## src/bp_cfg_pkg.sv

```systemverilog
package bp_cfg_pkg;

  // Where the single cycle of IF to ID buffering lives
  // SRAM reads combinationally and the IF/ID register holds the result
  // BRAM registers its own lookup and the IF/ID register passes it along
  typedef enum logic {
    MEM_SRAM = 1'b0,
    MEM_BRAM = 1'b1
  } mem_type_e;

  // Address and data width of the core
  localparam int XLEN = 32;

  // Fetch starts here after reset unless the top level overrides it
  localparam logic [XLEN-1:0] RESET_PC_DEFAULT = 32'h0000_1000;

  // Fetch step for uncompressed instructions
  localparam int INSTR_BYTES = 4;

endpackage

```

## src/bp_types_pkg.sv

```systemverilog
package bp_types_pkg;

  // Kind of control transfer recorded in the BTB and seen at resolve
  typedef enum logic [1:0] {
    BR_BRANCH = 2'd0,
    BR_CALL   = 2'd1,
    BR_RET    = 2'd2
  } br_kind_e;

  // BTB answer for one fetch PC
  // All fields are zero on a miss
  typedef struct packed {
    logic                          hit;
    logic                          taken;
    br_kind_e                      kind;
    logic [bp_cfg_pkg::XLEN-1:0]   target;
  } btb_pred_t;

  // Top of the return address stack
  typedef struct packed {
    logic                          valid;
    logic [bp_cfg_pkg::XLEN-1:0]   target;
  } ras_pred_t;

  // Redirect from execute, valid for one cycle
  typedef struct packed {
    logic                          valid;
    logic [bp_cfg_pkg::XLEN-1:0]   target;
  } redirect_t;

  // Training record from the resolve point, valid for one cycle
  typedef struct packed {
    logic                          valid;
    logic [bp_cfg_pkg::XLEN-1:0]   pc;
    logic [bp_cfg_pkg::XLEN-1:0]   target;
    logic                          taken;
    br_kind_e                      kind;
  } resolve_t;

  // Everything the ID stage sees for the instruction it holds
  typedef struct packed {
    logic                          valid;
    logic [bp_cfg_pkg::XLEN-1:0]   pc;
    btb_pred_t                     btb;
    ras_pred_t                     ras;
  } id_bundle_t;

endpackage

```

## src/bpred_front.sv

```systemverilog
`timescale 1ns/1ns

module bpred_front #(
  parameter bp_cfg_pkg::mem_type_e       MEM_TYPE     = bp_cfg_pkg::MEM_SRAM,
  parameter int                          BTB_IDX_BITS = 4,
  parameter int                          RAS_DEPTH    = 4,
  parameter logic [bp_cfg_pkg::XLEN-1:0] RESET_PC     = bp_cfg_pkg::RESET_PC_DEFAULT
) (
  input  logic                        clk,
  input  logic                        arst_n,
  input  logic                        stall,
  input  bp_types_pkg::redirect_t     redirect,
  input  bp_types_pkg::resolve_t      resolve,
  output logic [bp_cfg_pkg::XLEN-1:0] fetch_pc,
  output bp_types_pkg::id_bundle_t    id
);

  logic                        flush;
  logic [bp_cfg_pkg::XLEN-1:0] id_pc;
  logic                        id_valid;

  // IF side predictions, before the IF/ID boundary
  bp_types_pkg::btb_pred_t     if_btb;
  bp_types_pkg::ras_pred_t     if_ras;

  // ID side predictions, after the IF/ID boundary
  bp_types_pkg::btb_pred_t     id_btb;
  bp_types_pkg::ras_pred_t     id_ras;

  // PC walk, ID PC/valid and the flush decision
  fetch_pc_gen #(
    .RESET_PC (RESET_PC)
  ) fetch_pc_gen_i (
    .clk      (clk),
    .arst_n   (arst_n),
    .stall    (stall),
    .redirect (redirect),
    .id_btb   (id_btb),
    .id_ras   (id_ras),
    .fetch_pc (fetch_pc),
    .id_pc    (id_pc),
    .id_valid (id_valid),
    .flush    (flush)
  );

  btb #(
    .MEM_TYPE     (MEM_TYPE),
    .BTB_IDX_BITS (BTB_IDX_BITS)
  ) btb_i (
    .clk      (clk),
    .arst_n   (arst_n),
    .stall    (stall),
    .flush    (flush),
    .fetch_pc (fetch_pc),
    .resolve  (resolve),
    .pred     (if_btb)
  );

  ras #(
    .MEM_TYPE  (MEM_TYPE),
    .RAS_DEPTH (RAS_DEPTH)
  ) ras_i (
    .clk     (clk),
    .arst_n  (arst_n),
    .stall   (stall),
    .flush   (flush),
    .resolve (resolve),
    .pred    (if_ras)
  );

  // One stage register per payload; only one side of each pair buffers
  if_id_pred_reg #(
    .MEM_TYPE  (MEM_TYPE),
    .payload_t (bp_types_pkg::btb_pred_t)
  ) btb_pred_reg_i (
    .clk    (clk),
    .arst_n (arst_n),
    .stall  (stall),
    .flush  (flush),
    .din    (if_btb),
    .dout   (id_btb)
  );

  if_id_pred_reg #(
    .MEM_TYPE  (MEM_TYPE),
    .payload_t (bp_types_pkg::ras_pred_t)
  ) ras_pred_reg_i (
    .clk    (clk),
    .arst_n (arst_n),
    .stall  (stall),
    .flush  (flush),
    .din    (if_ras),
    .dout   (id_ras)
  );

  // ID bundle out to decode
  assign id.valid = id_valid;
  assign id.pc    = id_pc;
  assign id.btb   = id_btb;
  assign id.ras   = id_ras;

endmodule

```

## src/btb.sv

```systemverilog
`timescale 1ns/1ns

module btb #(
  parameter bp_cfg_pkg::mem_type_e MEM_TYPE     = bp_cfg_pkg::MEM_SRAM,
  parameter int                    BTB_IDX_BITS = 4
) (
  input  logic                        clk,
  input  logic                        arst_n,
  input  logic                        stall,
  input  logic                        flush,
  input  logic [bp_cfg_pkg::XLEN-1:0] fetch_pc,
  input  bp_types_pkg::resolve_t      resolve,
  output bp_types_pkg::btb_pred_t     pred
);

  localparam int XLEN     = bp_cfg_pkg::XLEN;
  localparam int DEPTH    = 1 << BTB_IDX_BITS;
  // Bits [1:0] are always zero, index sits right above them
  localparam int TAG_BITS = XLEN - BTB_IDX_BITS - 2;

  typedef struct packed {
    logic                   valid;
    logic [TAG_BITS-1:0]    tag;
    logic [XLEN-1:0]        target;
    logic                   taken;
    bp_types_pkg::br_kind_e kind;
  } entry_t;

  entry_t                  entries [DEPTH];
  logic [BTB_IDX_BITS-1:0] rd_idx;
  logic [TAG_BITS-1:0]     rd_tag;
  logic [BTB_IDX_BITS-1:0] wr_idx;
  logic [TAG_BITS-1:0]     wr_tag;
  entry_t                  rd_entry;
  bp_types_pkg::btb_pred_t lookup;

  // Lookup side uses the fetch PC
  assign rd_idx   = fetch_pc[BTB_IDX_BITS+1:2];
  assign rd_tag   = fetch_pc[XLEN-1:BTB_IDX_BITS+2];
  assign rd_entry = entries[rd_idx];

  // Training side uses the resolved branch PC
  assign wr_idx = resolve.pc[BTB_IDX_BITS+1:2];
  assign wr_tag = resolve.pc[XLEN-1:BTB_IDX_BITS+2];

  // Entry table, cleared so a fresh BTB never hits
  // Written at the edge, so the new entry is visible from the next cycle
  always_ff @(posedge clk or negedge arst_n) begin
    if (!arst_n) begin
      for (int i = 0; i < DEPTH; i++) begin
        entries[i] <= '0;
      end
    end else if (resolve.valid) begin
      entries[wr_idx] <= '{
        valid:  1'b1,
        tag:    wr_tag,
        target: resolve.target,
        taken:  resolve.taken,
        kind:   resolve.kind
      };
    end
  end

  // Tag compare, miss gives an all-zero prediction
  always_comb begin
    lookup = '0;
    if (rd_entry.valid && (rd_entry.tag == rd_tag)) begin
      lookup.hit    = 1'b1;
      lookup.taken  = rd_entry.taken;
      lookup.kind   = rd_entry.kind;
      lookup.target = rd_entry.target;
    end
  end

  if (MEM_TYPE == bp_cfg_pkg::MEM_BRAM) begin : g_registered
    // BRAM style: output register doubles as the IF/ID stage
    bp_types_pkg::btb_pred_t pred_q;

    always_ff @(posedge clk or negedge arst_n) begin
      if (!arst_n) begin
        pred_q <= '0;
      end else if (flush) begin
        pred_q <= '0;
      end else if (!stall) begin
        pred_q <= lookup;
      end
    end

    assign pred = pred_q;
  end else begin : g_comb
    // SRAM style: IF/ID register downstream does the buffering
    assign pred = lookup;
  end

  // Returns always transfer control, so resolve must never train one as not-taken
  a_ret_is_taken : assert property (
    @(posedge clk) disable iff (!arst_n)
    (resolve.valid && (resolve.kind == bp_types_pkg::BR_RET)) |-> resolve.taken
  );

endmodule

```

## src/fetch_pc_gen.sv

```systemverilog
`timescale 1ns/1ns

module fetch_pc_gen #(
  parameter logic [bp_cfg_pkg::XLEN-1:0] RESET_PC = bp_cfg_pkg::RESET_PC_DEFAULT
) (
  input  logic                        clk,
  input  logic                        arst_n,
  input  logic                        stall,
  input  bp_types_pkg::redirect_t     redirect,
  input  bp_types_pkg::btb_pred_t     id_btb,
  input  bp_types_pkg::ras_pred_t     id_ras,
  output logic [bp_cfg_pkg::XLEN-1:0] fetch_pc,
  output logic [bp_cfg_pkg::XLEN-1:0] id_pc,
  output logic                        id_valid,
  output logic                        flush
);

  logic                        pred_taken;
  logic                        use_ras;
  logic [bp_cfg_pkg::XLEN-1:0] pred_target;
  logic [bp_cfg_pkg::XLEN-1:0] seq_pc;
  logic [bp_cfg_pkg::XLEN-1:0] next_pc;

  // Prediction only counts for a live instruction in ID
  assign pred_taken = id_valid && id_btb.hit && id_btb.taken;

  // Returns take the stack top when there is one, else the BTB target
  assign use_ras     = (id_btb.kind == bp_types_pkg::BR_RET) && id_ras.valid;
  assign pred_target = use_ras ? id_ras.target : id_btb.target;

  assign seq_pc = fetch_pc + bp_cfg_pkg::XLEN'(bp_cfg_pkg::INSTR_BYTES);

  // Redirect always kills IF/ID
  // A taken prediction kills the fall-through fetch behind it, but not under stall
  assign flush = redirect.valid || (!stall && pred_taken);

  // Next PC in priority order
  always_comb begin
    if (redirect.valid) begin
      next_pc = redirect.target;
    end else if (stall) begin
      next_pc = fetch_pc;
    end else if (pred_taken) begin
      next_pc = pred_target;
    end else begin
      next_pc = seq_pc;
    end
  end

  always_ff @(posedge clk or negedge arst_n) begin
    if (!arst_n) begin
      fetch_pc <= RESET_PC;
      id_pc    <= '0;
      id_valid <= 1'b0;
    end else begin
      fetch_pc <= next_pc;
      if (flush) begin
        // ID PC keeps its old value; valid low marks it dead
        id_valid <= 1'b0;
      end else if (!stall) begin
        id_pc    <= fetch_pc;
        id_valid <= 1'b1;
      end
    end
  end

  // Redirect targets and BTB/RAS targets must all keep fetch word aligned
  a_fetch_pc_aligned : assert property (
    @(posedge clk) disable iff (!arst_n)
    fetch_pc[1:0] == 2'b00
  );

endmodule

```

## src/if_id_pred_reg.sv

```systemverilog
`timescale 1ns/1ns

module if_id_pred_reg #(
  parameter bp_cfg_pkg::mem_type_e MEM_TYPE = bp_cfg_pkg::MEM_SRAM,
  parameter type                   payload_t = logic
) (
  input  logic     clk,
  input  logic     arst_n,
  input  logic     stall,
  input  logic     flush,
  input  payload_t din,
  output payload_t dout
);

  if (MEM_TYPE == bp_cfg_pkg::MEM_SRAM) begin : g_buffered
    // Combinational lookup upstream, so the stage register lives here
    payload_t dout_q;

    // Flush wins over stall so a redirect under stall still kills the slot
    always_ff @(posedge clk or negedge arst_n) begin
      if (!arst_n) begin
        dout_q <= '0;
      end else if (flush) begin
        dout_q <= '0;
      end else if (!stall) begin
        dout_q <= din;
      end
    end

    assign dout = dout_q;
  end else begin : g_passthrough
    // Upstream memory already registered its output
    assign dout = din;
  end

  // For BRAM this holds only because btb and ras clear the same way
  a_flush_clears : assert property (
    @(posedge clk) disable iff (!arst_n)
    flush |=> (dout == '0)
  );

endmodule

```

## src/ras.sv

```systemverilog
`timescale 1ns/1ns

module ras #(
  parameter bp_cfg_pkg::mem_type_e MEM_TYPE  = bp_cfg_pkg::MEM_SRAM,
  parameter int                    RAS_DEPTH = 4
) (
  input  logic                    clk,
  input  logic                    arst_n,
  input  logic                    stall,
  input  logic                    flush,
  input  bp_types_pkg::resolve_t  resolve,
  output bp_types_pkg::ras_pred_t pred
);

  localparam int XLEN     = bp_cfg_pkg::XLEN;
  localparam int PTR_BITS = (RAS_DEPTH > 1) ? $clog2(RAS_DEPTH) : 1;
  localparam int CNT_BITS = $clog2(RAS_DEPTH + 1);

  logic [XLEN-1:0]         stack [RAS_DEPTH];
  logic [PTR_BITS-1:0]     top_ptr;
  logic [PTR_BITS-1:0]     push_ptr;
  logic [PTR_BITS-1:0]     pop_ptr;
  logic [CNT_BITS-1:0]     count;
  logic                    push;
  logic                    pop;
  bp_types_pkg::ras_pred_t lookup;

  // Calls push their return address, returns pop
  assign push = resolve.valid && (resolve.kind == bp_types_pkg::BR_CALL);
  // Pop on an empty stack is dropped
  assign pop  = resolve.valid && (resolve.kind == bp_types_pkg::BR_RET) && (count != '0);

  // Pointer wraps explicitly so depths that are not a power of two still work
  assign push_ptr = (top_ptr == PTR_BITS'(RAS_DEPTH - 1)) ? '0 : top_ptr + 1'b1;
  assign pop_ptr  = (top_ptr == '0) ? PTR_BITS'(RAS_DEPTH - 1) : top_ptr - 1'b1;

  // Storage, written on push only
  // When full the push lands on the oldest slot, which is what we want
  always_ff @(posedge clk) begin
    if (push) begin
      stack[push_ptr] <= resolve.pc + XLEN'(bp_cfg_pkg::INSTR_BYTES);
    end
  end

  // Top pointer and saturating occupancy count
  always_ff @(posedge clk or negedge arst_n) begin
    if (!arst_n) begin
      top_ptr <= '0;
      count   <= '0;
    end else if (push) begin
      top_ptr <= push_ptr;
      if (count != CNT_BITS'(RAS_DEPTH)) begin
        count <= count + 1'b1;
      end
    end else if (pop) begin
      top_ptr <= pop_ptr;
      count   <= count - 1'b1;
    end
  end

  // Empty stack shows a zero target rather than stale storage
  assign lookup.valid  = (count != '0);
  assign lookup.target = lookup.valid ? stack[top_ptr] : '0;

  if (MEM_TYPE == bp_cfg_pkg::MEM_BRAM) begin : g_registered
    bp_types_pkg::ras_pred_t pred_q;

    // Same hold and clear rules as the IF/ID register it replaces
    always_ff @(posedge clk or negedge arst_n) begin
      if (!arst_n) begin
        pred_q <= '0;
      end else if (flush) begin
        pred_q <= '0;
      end else if (!stall) begin
        pred_q <= lookup;
      end
    end

    assign pred = pred_q;
  end else begin : g_comb
    assign pred = lookup;
  end

  a_count_bounded : assert property (
    @(posedge clk) disable iff (!arst_n)
    count <= CNT_BITS'(RAS_DEPTH)
  );

endmodule

```

## config.mk

```make
export PLATFORM = sky130hd
export DESIGN_NAME = bpred_front
export DESIGN_NICKNAME = d
export VERILOG_FILES = /design/src/bp_cfg_pkg.sv /design/src/bp_types_pkg.sv /design/src/bpred_front.sv /design/src/btb.sv /design/src/fetch_pc_gen.sv /design/src/if_id_pred_reg.sv /design/src/ras.sv
export SDC_FILE = /design/constraint.sdc
export NUM_CORES = 2
export LEC_CHECK = 0
export BUFFER_PORTS_ARGS = -buffer_cell sky130_fd_sc_hd__buf_2
export CAP_MARGIN = 5
export CELL_PAD_IN_SITES_DETAIL_PLACEMENT = 1
export CELL_PAD_IN_SITES_GLOBAL_PLACEMENT = 2
export CORE_MARGIN = 4
export CORE_UTILIZATION = 35
export DETAILED_ROUTE_END_ITERATION = 8
export PLACE_DENSITY = 0.61
export SLEW_MARGIN = 10
export SYNTH_ARGS = -nofsm -noshare
export SYNTH_HDL_FRONTEND = slang
export SYNTH_SLANG_ARGS = --single-unit
export TNS_END_PERCENT = 5
```

## constraint.sdc

```tcl
create_clock -name clk -period 6.8 [get_ports clk]
set_input_delay 1.02 -clock clk [delete_from_list [all_inputs] [get_ports clk]]
set_output_delay 1.02 -clock clk [all_outputs]
set_load 0.02 [all_outputs]
```

==> flow_summary.ini <==
[timing]
period_share_pct = 75.2
tightestPinTransition_ns = 1.20
rsz0062_at_grt = no
drv_slew = 0
slew_headroom_pct = 19.8
final.setup_skew_ns = 0.0258
fin_crit_ns = 5.11
setup_tns_ns = 0
whs_ns = 0.273
max_freq_mhz = 196
hold_viol = 0
setup_violations = 0
setup_slack_ns = 1.69

[place]
pre_cts_ws_ns = 1.61
gp_congestion = 0.768
dp.cells = 5878
dpl_cell_area_um2 = 60300
hpwl_um = 111000
io_buffers = 237

[synth]
synth_edf_count = 128
avgSynthCellArea_um2 = 15.2
ys_seq_area_share_pct = 56.3
ys.flop_type = dfrtp_1
async_flop_share_pct = 89.8
synth_area_um2 = 57100
syn_inst = 3744
yosysWarnings = 0
synth_cell_types = 74
ys_ff_latch = 1259
syn_nets = 3860

[routing]
drt-pass1-iter-count = 5
first_iter_violations = 1985
routed_wl_um = 183000
via_per_inst = 5.42
drtAntennaViolNets = 0
wl_per_cell_um = 29.7
vias = 33300
drc = 0

[critical_path]
worstSetupPathType = flop to flop
critPathArrivalTime_ns = 5.77
crit_path_start_kind = flop
worstSetupEndpointType = flop
required_ns = 7.46
critPathMaxFanout = 44

[worst_hold_path]
holdCritPathClass = input port to async pin

[clock_network]
insertion_delay_ns = 0.77
cts_hold_buf = 0
numCtsBuffers = 147
clk_pin_slew_worst_paths_ns = 0.06
cts_resized = 0
cts_tree = built
htree_num_levels = 4
clock_path_buffers = 3
clock_sinks = 1259
root_buffer = clkbuf_16
post_cts_buffers = 0

[finish]
final_cell_mix = dfrtp_1 (1125), mux2_2 (1016), mux4_2 (279)
seqCellArea_um2 = 32200
nets = 3983
fin_area_um2 = 65000
nFillCells = 16200
synthToLayoutAreaGrowth_pct = 13.8
multi_input_area_um2 = 23300
final_common_cell = dfrtp_1
fin_cells = 6146
drive_gt1_share_pct = 47.6

[floorplanning]
die-area_um2 = 170000
core_area_um2 = 161000
rows = 147
ios = 238
initial_core_util_pct = 35.4
die_w_um = 412
die_h_um = 412

[power]
p_per_area_nw_per_um2 = 341
p_int_w = 0.0161
p_switching_w = 0.00607
sw_frac_of_total_pct = 27.4
seqPwrFrac_pct = 45.2
comb_power_share_pct = 19.5
p_leak_nw = 27.4
p_clk_share_pct = 35.3
max-vdd-ir-drop_uv = 281

[grt]
grt_pass1_wl_um = 268000
grt_max_degree = 139
antenna_found_initial = 18
grt_pass1_vias = 35800
grt_overflow_total = 0
grtUsageTotal_pct = 21.6

[outcome]
status = finished, final reports clean

[job]
maxCapViolations = 0
-- cell type report --
cell class | count | area share (%)
Clock buffer | 213 | 6.37
Tap cell | 2160 | 4.16
Multi-Input combinational cell | 2099 | 35.9
Sequential cell | 1259 | 49.5
Inverter | 47 | 0.272
Antenna cell | 6 | 0.0231
Timing Repair Buffer | 313 | 2.89
Clock inverter | 49 | 0.849
-- kinds of logic after synthesis --
logic type | share of synthesized area [%]
muxes | 32.9
DFF | 56.3
buffers and inverters | 3.14
and+or+nand+nor | 3.29
AOI/OAI and AO/OA | 3.26
xor gates and xnor gates | 0.828
adders and majority gates | 0.276
-- cell usage after synthesis, types with 12 or more instances --
master / count / area share, %
o21ai_2: 29 / 0.44
a22o_1: 35 / 0.54
nand3_1: 42 / 0.37
nor2b_1: 13 / 0.14
xnor2_1: 34 / 0.52
nor3_1: 17 / 0.15
nand2_1: 169 / 1.1
buf_6: 12 / 0.24
dfrtp_1: 1130 / 50
o21ai_0: 46 / 0.40
nand2b_1: 13 / 0.14
buf_1: 20 / 0.13
xor2_1: 20 / 0.31
and3_1: 26 / 0.28
mux2i_1: 82 / 1.4
mux2_2: 1016 / 20
buf_4: 14 / 0.18
nor2_1: 45 / 0.30
buf_2: 26 / 0.23
clkbuf_1: 255 / 1.7
o22ai_1: 25 / 0.27
a22oi_1: 15 / 0.20
inv_1: 47 / 0.31
a21oi_1: 40 / 0.35
mux4_2: 279 / 11
a31oi_1: 14 / 0.15
edfxtp_1: 128 / 6.7
-- critical path, stage by stage, from the launching register on --
cell and delay (ns):
dfrtp_4 1.01, buf_4 0.60, buf_4 0.59, mux2_2 0.41, a21oi_1 0.41, o211ai_1 0.19
nor4_4 0.30, nand4_4 0.86, o21ai_1 0.43
-- per-layer routing --
layer / share of wire (%) / global-route usage [%] / up-vias
li1: - / - / 14200
met1: 45 / 29.7 / 18400
met2: 49 / 36.4 / 520
met3: 3.4 / 3.21 / 228
met4: 2.1 / 4.90 / 10
met5: 0.044 / 0 / -
-- registers in the layout, indices dropped and copies added, names as in the netlist, 2 cells and up --
signal                   flops
fetch_pc_gen_i.id_pc        32
btb_pred_reg_i.dout         36
ras_i.count                  3
ras_pred_reg_i.dout         33
ras_i.stack                128
fetch_pc_gen_i.fetch_pc     32
ras_i.top_ptr                2
btb_i.entries              992
-- power by group through the flow --
stage	Clock (W)	Sequential [W]	Combinational (W)
final	0.00783	0.0100	0.00432
after global routing	0.00837	0.0102	0.00469
after CTS	0.00805	0.0100	0.00442
after detailed placement	0	0.0101	0.00441
after global placement	0	0.0101	0.00432
after floorplan	0	0.00987	0.00318
-- through the flow --
| stage | power [W] | utilization, % |
|---|---|---|
| after floorplan | 0.0131 | - |
| after global placement | 0.0144 | 37.4 |
| after detailed placement | 0.0145 | 37.4 |
| after CTS | 0.0225 | 40.3 |
| after global routing | 0.0233 | 40.3 |
| final | 0.0222 | 40.3 |
-- worst paths after layout --
check / from / to / slack [ns] / cells past startpoint
worst min-delay path: arst_n / btb_i.entries[976] / 0.27 / 1
worst max register to register: fetch_pc_gen_i.fetch_pc[2] / btb_pred_reg_i.dout[34] / 1.69 / 8
min in group clk: btb_i.entries[123] / btb_i.entries[123] / 0.46 / 1
worst max-delay path: fetch_pc_gen_i.fetch_pc[2] / btb_pred_reg_i.dout[34] / 1.69 / 8
worst min register to register: btb_i.entries[123] / btb_i.entries[123] / 0.46 / 1
max in group asynchronous: arst_n / btb_pred_reg_i.dout[28] / 5.00 / 2
Power figures use the tool's default switching activity.
